`src/lsu_pkg.sv`:
```
`default_nettype none

package lsu_pkg;

	localparam int XLEN = 32;

	// slave memory depth in words, index is address bits 9:2
	localparam int MEM_WORDS = 256;
	localparam int MEM_IDX_W = $clog2(MEM_WORDS);

	// cycles from last request transfer to rvalid / bvalid
	localparam int RESP_DELAY = 2;
	localparam int DLY_W = $clog2(RESP_DELAY + 1);

	// load code from execute
	typedef enum logic [2:0] {
		MEM_READ_NONE   = 3'd0,
		MEM_READ_BYTE   = 3'd1,
		MEM_READ_HALF   = 3'd2,
		MEM_READ_WORD   = 3'd3,
		MEM_READ_BYTE_U = 3'd4,
		MEM_READ_HALF_U = 3'd5
	} mem_read_e;

	// store size code, carried on wstrb
	typedef enum logic [1:0] {
		MEM_WRITE_NONE = 2'd0,
		MEM_WRITE_BYTE = 2'd1,
		MEM_WRITE_HALF = 2'd2,
		MEM_WRITE_WORD = 2'd3
	} mem_write_e;

	// axi response code
	typedef enum logic [1:0] {
		RESP_OKAY   = 2'b00,
		RESP_EXOKAY = 2'b01,
		RESP_SLVERR = 2'b10,
		RESP_DECERR = 2'b11
	} axi_resp_e;

endpackage

`default_nettype wire

```
`src/axi_lite_if.sv`:
```
`default_nettype none
`timescale 1ns/1ns

interface axi_lite_if;
	import lsu_pkg::*;

	logic [XLEN-1:0] araddr;
	logic            arvalid;
	logic            arready;

	logic [XLEN-1:0] rdata;
	axi_resp_e       rresp;
	logic            rvalid;
	logic            rready;

	logic [XLEN-1:0] awaddr;
	logic            awvalid;
	logic            awready;

	logic [XLEN-1:0] wdata;
	mem_write_e      wstrb; // size code rather than byte mask
	logic            wvalid;
	logic            wready;

	axi_resp_e       bresp;
	logic            bvalid;
	logic            bready;

	modport master (
		output araddr, arvalid, rready, awaddr, awvalid, wdata, wstrb, wvalid, bready,
		input  arready, rdata, rresp, rvalid, awready, wready, bresp, bvalid
	);

	modport slave (
		input  araddr, arvalid, rready, awaddr, awvalid, wdata, wstrb, wvalid, bready,
		output arready, rdata, rresp, rvalid, awready, wready, bresp, bvalid
	);

endinterface

`default_nettype wire

```
`src/lsu.sv`:
```
`default_nettype none
`timescale 1ns/1ns

module lsu (
	input  wire logic                     clk,
	input  wire logic                     rst,

	input  wire logic                     in_valid,
	output logic                          in_ready,
	input  wire logic [lsu_pkg::XLEN-1:0] in_pc,
	input  wire logic [lsu_pkg::XLEN-1:0] in_branch_target,
	input  wire logic [lsu_pkg::XLEN-1:0] in_result,
	input  wire logic [lsu_pkg::XLEN-1:0] in_store_data,
	input  wire lsu_pkg::mem_read_e       in_mem_read,
	input  wire lsu_pkg::mem_write_e      in_mem_write,
	input  wire logic [4:0]               in_rd,
	input  wire logic                     in_is_branch,
	input  wire logic                     in_ecall,
	input  wire logic                     in_mret,

	output logic                          out_valid,
	input  wire logic                     out_ready,
	output logic [lsu_pkg::XLEN-1:0]      out_pc,
	output logic [lsu_pkg::XLEN-1:0]      out_branch_target,
	output logic [lsu_pkg::XLEN-1:0]      out_result,
	output logic [4:0]                    out_rd,
	output logic                          out_is_branch,
	output logic                          out_ecall,
	output logic                          out_mret,

	axi_lite_if.master                    bus
);
	import lsu_pkg::*;

	typedef enum logic [2:0] {
		S_IDLE,
		S_RD_REQ,
		S_RD_RESP,
		S_WR_REQ,  // aw and w both pending
		S_WR_AW,   // only address left
		S_WR_W,    // only data left
		S_WR_RESP,
		S_WB
	} state_e;

	state_e          state;
	state_e          next_state;
	mem_read_e       rd_code_q;  // load code of the item in flight
	logic [XLEN-1:0] load_data;
	logic            r_done;

	// side fields pass straight through, upstream holds them
	assign out_pc            = in_pc;
	assign out_branch_target = in_branch_target;
	assign out_rd            = in_rd;
	assign out_is_branch     = in_is_branch;
	assign out_ecall         = in_ecall;
	assign out_mret          = in_mret;

	assign bus.araddr = in_result;
	assign bus.awaddr = in_result;
	assign bus.wdata  = in_store_data;
	assign bus.wstrb  = in_mem_write;

	// handshakes follow the state directly
	assign in_ready    = (state == S_IDLE);
	assign out_valid   = (state == S_WB);
	assign bus.arvalid = (state == S_RD_REQ);
	assign bus.rready  = (state == S_RD_RESP);
	assign bus.awvalid = (state == S_WR_REQ) || (state == S_WR_AW);
	assign bus.wvalid  = (state == S_WR_REQ) || (state == S_WR_W);
	assign bus.bready  = (state == S_WR_RESP);

	assign r_done = bus.rready && bus.rvalid && (bus.rresp == RESP_OKAY);

	assign out_result = (rd_code_q != MEM_READ_NONE) ? load_data : in_result;

	always_ff @(posedge clk) begin
		if (rst)
			state <= S_IDLE;
		else
			state <= next_state;
	end

	always_comb begin
		next_state = state;
		case (state)
			S_IDLE: begin
				if (in_valid) begin
					if (in_mem_read != MEM_READ_NONE)
						next_state = S_RD_REQ;
					else if (in_mem_write != MEM_WRITE_NONE)
						next_state = S_WR_REQ;
					else
						next_state = S_WB; // nothing to do on the bus
				end
			end
			S_RD_REQ:  if (bus.arready) next_state = S_RD_RESP;
			S_RD_RESP: if (r_done) next_state = S_WB;
			S_WR_REQ: begin
				case ({bus.awready, bus.wready})
					2'b11:   next_state = S_WR_RESP;
					2'b10:   next_state = S_WR_W;
					2'b01:   next_state = S_WR_AW;
					default: next_state = S_WR_REQ;
				endcase
			end
			S_WR_AW: if (bus.awready) next_state = S_WR_RESP;
			S_WR_W:  if (bus.wready) next_state = S_WR_RESP;
			S_WR_RESP: begin
				if (bus.bvalid && bus.bresp == RESP_OKAY)
					next_state = S_WB;
			end
			S_WB: if (out_ready) next_state = S_IDLE;
			default: next_state = S_IDLE;
		endcase
	end

	// load code held from read entry until the item leaves
	always_ff @(posedge clk) begin
		if (rst)
			rd_code_q <= MEM_READ_NONE;
		else if (state == S_IDLE && next_state == S_RD_REQ)
			rd_code_q <= in_mem_read;
		else if (state == S_WB && out_ready)
			rd_code_q <= MEM_READ_NONE;
	end

	// slave already shifted the addressed byte down to bit 0
	always_ff @(posedge clk) begin
		if (r_done) begin
			case (rd_code_q)
				MEM_READ_BYTE:   load_data <= {{24{bus.rdata[7]}}, bus.rdata[7:0]};
				MEM_READ_HALF:   load_data <= {{16{bus.rdata[15]}}, bus.rdata[15:0]};
				MEM_READ_BYTE_U: load_data <= {24'b0, bus.rdata[7:0]};
				MEM_READ_HALF_U: load_data <= {16'b0, bus.rdata[15:0]};
				default:         load_data <= bus.rdata; // word
			endcase
		end
	end

endmodule

`default_nettype wire

```
`src/flat_wrapper.sv`:
```
// flat-port wrapper written by rule: the top's interface ports become plain ports
module lsu_flat import lsu_pkg::*;
  (clk, rst, in_valid, in_ready, in_pc, in_branch_target, in_result, in_store_data, in_mem_read, in_mem_write, in_rd, in_is_branch, in_ecall, in_mret, out_valid, out_ready, out_pc, out_branch_target, out_result, out_rd, out_is_branch, out_ecall, out_mret, bus_araddr, bus_arvalid, bus_rready, bus_awaddr, bus_awvalid, bus_wdata, bus_wstrb, bus_wvalid, bus_bready, bus_arready, bus_rdata, bus_rresp, bus_rvalid, bus_awready, bus_wready, bus_bresp, bus_bvalid);
  axi_lite_if bus_i ();
  input  wire logic clk;
  input  wire logic rst;
  input  wire logic in_valid;
  output logic in_ready;
  input  wire logic [lsu_pkg::XLEN-1:0] in_pc;
  input  wire logic [lsu_pkg::XLEN-1:0] in_branch_target;
  input  wire logic [lsu_pkg::XLEN-1:0] in_result;
  input  wire logic [lsu_pkg::XLEN-1:0] in_store_data;
  input  wire lsu_pkg::mem_read_e in_mem_read;
  input  wire lsu_pkg::mem_write_e in_mem_write;
  input  wire logic [4:0] in_rd;
  input  wire logic in_is_branch;
  input  wire logic in_ecall;
  input  wire logic in_mret;
  output logic out_valid;
  input  wire logic out_ready;
  output logic [lsu_pkg::XLEN-1:0] out_pc;
  output logic [lsu_pkg::XLEN-1:0] out_branch_target;
  output logic [lsu_pkg::XLEN-1:0] out_result;
  output logic [4:0] out_rd;
  output logic out_is_branch;
  output logic out_ecall;
  output logic out_mret;
  output wire logic [$bits(bus_i.araddr)-1:0] bus_araddr;
  output wire logic [$bits(bus_i.arvalid)-1:0] bus_arvalid;
  output wire logic [$bits(bus_i.rready)-1:0] bus_rready;
  output wire logic [$bits(bus_i.awaddr)-1:0] bus_awaddr;
  output wire logic [$bits(bus_i.awvalid)-1:0] bus_awvalid;
  output wire logic [$bits(bus_i.wdata)-1:0] bus_wdata;
  output wire logic [$bits(bus_i.wstrb)-1:0] bus_wstrb;
  output wire logic [$bits(bus_i.wvalid)-1:0] bus_wvalid;
  output wire logic [$bits(bus_i.bready)-1:0] bus_bready;
  input wire logic [$bits(bus_i.arready)-1:0] bus_arready;
  input wire logic [$bits(bus_i.rdata)-1:0] bus_rdata;
  input wire logic [$bits(bus_i.rresp)-1:0] bus_rresp;
  input wire logic [$bits(bus_i.rvalid)-1:0] bus_rvalid;
  input wire logic [$bits(bus_i.awready)-1:0] bus_awready;
  input wire logic [$bits(bus_i.wready)-1:0] bus_wready;
  input wire logic [$bits(bus_i.bresp)-1:0] bus_bresp;
  input wire logic [$bits(bus_i.bvalid)-1:0] bus_bvalid;
  assign bus_araddr = bus_i.araddr;
  assign bus_arvalid = bus_i.arvalid;
  assign bus_rready = bus_i.rready;
  assign bus_awaddr = bus_i.awaddr;
  assign bus_awvalid = bus_i.awvalid;
  assign bus_wdata = bus_i.wdata;
  assign bus_wstrb = bus_i.wstrb;
  assign bus_wvalid = bus_i.wvalid;
  assign bus_bready = bus_i.bready;
  assign bus_i.arready = bus_arready;
  assign bus_i.rdata = bus_rdata;
  assign bus_i.rresp = bus_rresp;
  assign bus_i.rvalid = bus_rvalid;
  assign bus_i.awready = bus_awready;
  assign bus_i.wready = bus_wready;
  assign bus_i.bresp = bus_bresp;
  assign bus_i.bvalid = bus_bvalid;
  lsu u_core (.clk(clk), .rst(rst), .in_valid(in_valid), .in_ready(in_ready), .in_pc(in_pc), .in_branch_target(in_branch_target), .in_result(in_result), .in_store_data(in_store_data), .in_mem_read(in_mem_read), .in_mem_write(in_mem_write), .in_rd(in_rd), .in_is_branch(in_is_branch), .in_ecall(in_ecall), .in_mret(in_mret), .out_valid(out_valid), .out_ready(out_ready), .out_pc(out_pc), .out_branch_target(out_branch_target), .out_result(out_result), .out_rd(out_rd), .out_is_branch(out_is_branch), .out_ecall(out_ecall), .out_mret(out_mret), .bus(bus_i));
endmodule
```
`config.mk`:
```
export PLATFORM = sky130hd
export DESIGN_NAME = lsu_flat
export DESIGN_NICKNAME = d
export VERILOG_FILES = /design/src/lsu_pkg.sv /design/src/axi_lite_if.sv /design/src/lsu.sv /design/src/flat_wrapper.sv
export SDC_FILE = /design/constraint.sdc
export NUM_CORES = 1
export LEC_CHECK = 0
export ABC_AREA = 1
export BUFFER_PORTS_ARGS = -buffer_cell sky130_fd_sc_hd__clkbuf_2
export CAP_MARGIN = 20
export CORE_AREA = 2 2 152 154
export DETAILED_ROUTE_END_ITERATION = 8
export DIE_AREA = 0 0 154 156
export GPL_ROUTABILITY_DRIVEN = 0
export GPL_TIMING_DRIVEN = 0
export PLACE_DENSITY = 0.53
export SLEW_MARGIN = 10
export SYNTH_ARGS = -nofsm -noshare
export SYNTH_HDL_FRONTEND = slang
export SYNTH_SLANG_ARGS = --single-unit
```
`constraint.sdc`:
```
create_clock -name clk -period 3.1 [get_ports clk]
set_clock_uncertainty 0.05 [all_clocks]
set_input_delay 0.465 -clock clk [delete_from_list [all_inputs] [get_ports clk]]
set_output_delay 0.465 -clock clk [all_outputs]
set_load 0.01 [all_outputs]
```
==> impl_results.rst <==
.. list-table::
   :header-rows: 1

   * - Metric
     - Value
   * - Maximum fanout count along the critical path
     - 10
   * - Initial DRC count
     - 113
   * - Number of top-level pins
     - 395
   * - Power density relative to cell area
     - 570 nW/um^2
   * - Die area
     - 24000 um^2
   * - Origin of the critical flop-to-flop path
     - u_core.rd_code_q[0]
   * - Beginning of the critical path
     - u_core.rd_code_q[0]
   * - Count of buffers added by post-CTS timing repair for setup
     - 0
   * - Number of sinks driven by the clock tree
     - 38
   * - Number of max-cap violations
     - 0
   * - DRC violations left
     - 0
   * - H-tree depth
     - 2
   * - Number of global-route vias before repair
     - 2910
   * - Commonest cells after routing, fill and taps aside
     - 290 x clkbuf_2, 170 x buf_4, 46 x nand2_1
   * - Number of distinct library cell variants in the gate-level netlist after synthesis
     - 28
   * - Final global-route overflow total
     - 0
   * - Vias/cell
     - 3.48
   * - Non-filler instance count after layout
     - 976
   * - Clock slew seen by the registers of the worst setup and hold paths
     - 60 ps
   * - Pin slew with the least headroom to its limit
     - 733 ps
   * - Pre-Repair DR Iteration Count
     - 4
   * - Wire length after detailed routing
     - 11.4 mm
   * - Syn Std Cell Area
     - 3430 um^2
   * - Maximum clock insertion buffer count
     - 2
   * - Number of synthesized register bits
     - 38
   * - Number of gates resized after cts
     - 0
   * - Routed via count
     - 3400
   * - Final layout net count
     - 878
   * - Post-Syn Area per Cell
     - 8.73 um^2
   * - Sequential-to-total area share from yosys stat
     - 31.5%
   * - Top area cells in the synthesized netlist
     - buf_4 37%, edfxtp_1 28%, mux2_2 9.5%
   * - Result of the run
     - complete, no violations
   * - Number of buffers created by CTS
     - 5
   * - Total Routing Usage GR
     - 8.46%
   * - Startpoint of the worst hold path
     - bus_rdata[6]
   * - Post-detailed-route count of antenna-violating nets
     - 0
   * - DIE WIDTH
     - 154 um
   * - Post-route minimum period
     - 2440 ps
   * - Total number of yosys warnings
     - 0
   * - Commonest non-fill, non-tap cell in the layout
     - clkbuf_2
   * - Final Hold Vio Count
     - 0
   * - Count of placed standard cells including taps
     - 968
   * - Wirelength per Cell
     - 11.7 um
   * - CTS tree
     - built
   * - RSZ-0062 raised after global routing
     - false
   * - Fin. max-slew vios
     - 0
   * - Cells after synthesis
     - 393
   * - Pin count of the biggest net entering global routing
     - 34
   * - Finished Core Util
     - 24.1%
   * - Max Clock Freq
     - 0.410 GHz
   * - Crit path capture type
     - primary output
   * - Kind of launch point of the worst setup path
     - flip-flop
   * - Std-Cell Rows
     - 55
   * - Estimated wirelength of the detail-placed design
     - 10.0 mm
   * - Worst endpoint required time
     - 2580 ps
   * - Layout cell share with drive strength beyond 1
     - 74.1%
   * - Worst-skew pair later-pin latency
     - 280 ps
   * - Relative slew slack
     - 51.1%
   * - Sum Neg Setup Slack
     - 0 ps
   * - Quantity of hold-fixing buffers added after cts
     - 0
   * - Port-buffer cells
     - 290
   * - Library cell used as clock root buffer
     - clkbuf_16
   * - Top-area cell type share of the netlist area
     - 37.2%
   * - Wire length of the first global-routing pass
     - 16.0 mm
   * - Starting utilization of the core area
     - 15.3%
   * - Number of antenna violations at the first check in global routing
     - 1
   * - Net Count, Synth
     - 581
   * - Die Y-Extent
     - 156 um
   * - Hold Slack
     - 306 ps
   * - Share of the cycle needed by the critical path after routing
     - 78.7%
   * - Data arrival time of the critical path
     - 1920 ps
   * - WS Path Type
     - flip-flop to primary output
   * - Endpoints failing setup
     - 0
   * - Area grow syn2layout
     - 56.8%
   * - Maximum ir drop on the vdd rail
     - 0.179 mV
   * - Dominant cell type by area after synthesis
     - buf_4
   * - Number of antenna diodes
     - 0
   * - Static leakage power
     - 3.02 nW
   * - Core area
     - 22400 um^2
   * - Path class of the lowest-slack min-delay path
     - input port to flip-flop
[synth_stat cells]
cell type,n
a211oi_1,1
a21oi_1,5
buf_2,5
buf_4,170
buf_6,1
clkbuf_1,3
dfxtp_1,6
edfxtp_1,32
ha_1,2
inv_1,17
inv_2,2
inv_4,2
mux2_1,3
mux2_2,29
nand2_1,46
nand2_2,1
nand2_4,1
nand3_1,26
nand4_1,5
nor2_1,15
nor2_2,3
nor3_1,2
nor4_1,1
o211ai_1,1
o21ai_0,10
o21ai_1,2
o21bai_1,1
o22ai_1,1
[worst paths after layout]
check                                      endpoint  slack [ps]  depth (start not counted)
worst max-delay path                 out_result[17]         660                          5
worst min-delay path            u_core.load_data[6]         310                          1
worst max register to register  u_core.load_data[9]        1280                          4
worst min register to register  u_core.rd_code_q[1]         450                          2
[metal layers]
| metal | track usage [%] | wire length (um) | up-vias |
|---|---|---|---|
| met5 | 0 | 12 | - |
| met4 | 2.40 | 111 | 2 |
| met3 | 1.58 | 847 | 7 |
| met2 | 15.0 | 5830 | 170 |
| met1 | 10.5 | 4590 | 1510 |
| li1 | - | - | 1711 |
[kinds of logic (layout without fill, tap and decap cells)]
family / after synthesis / count (layout) / share of synthesized area [%]
adders and majority gates: 2 / 2 / 0.729
buffers and inverters: 200 / 498 / 41.0
muxes: 32 / 32 / 10.5
DFF: 38 / 38 / 31.5
and+or+nand+nor: 100 / 100 / 12.9
AOI/OAI and AO/OA: 21 / 21 / 3.32
[flip-flops by register name (all words and copies together) (netlist names)]
register          flops
u_core.rd_code_q      3
u_core.load_data     32
u_core.state          3
[metrics by stage]
step / area, um^2 / total power, mW / setup slack, ps
2_1_floorplan: 3430 / 1.94 / 1190
3_3_place_gp: 5240 / 2.61 / 748
3_5_place_dp: 5240 / 2.61 / 887
4_1_cts: 5380 / 3.12 / 570
5_1_grt: 5380 / 3.30 / 483
6_report: 5380 / 3.07 / 661
[layout make-up]
cell class | instances | area, um^2
plain buffers | 179 | 1320
clock buffers | 5 | 125
clock inverters | 3 | 16.3
fillers | 2453 | 17000
inverters | 21 | 83.8
multi-input cells | 155 | 942
flip-flops and latches | 38 | 1080
well taps | 285 | 357
repair buffers | 290 | 1450
[critical path, stage by stage (launching register included)]
cell,delay [ps]
dfxtp_1,400
nor2_1,80
nand2_1,260
buf_2,360
mux2_2,380
clkbuf_2,160
[power by group]
| part | switching [mW] | internal [mW] |
|---|---|---|
| Sequential | 0.0320 | 0.659 |
| Combinational | 1.03 | 0.843 |
| Clock | 0.209 | 0.294 |
| Total | 1.27 | 1.80 |
Note: power is estimated with default switching activity, not from simulation.
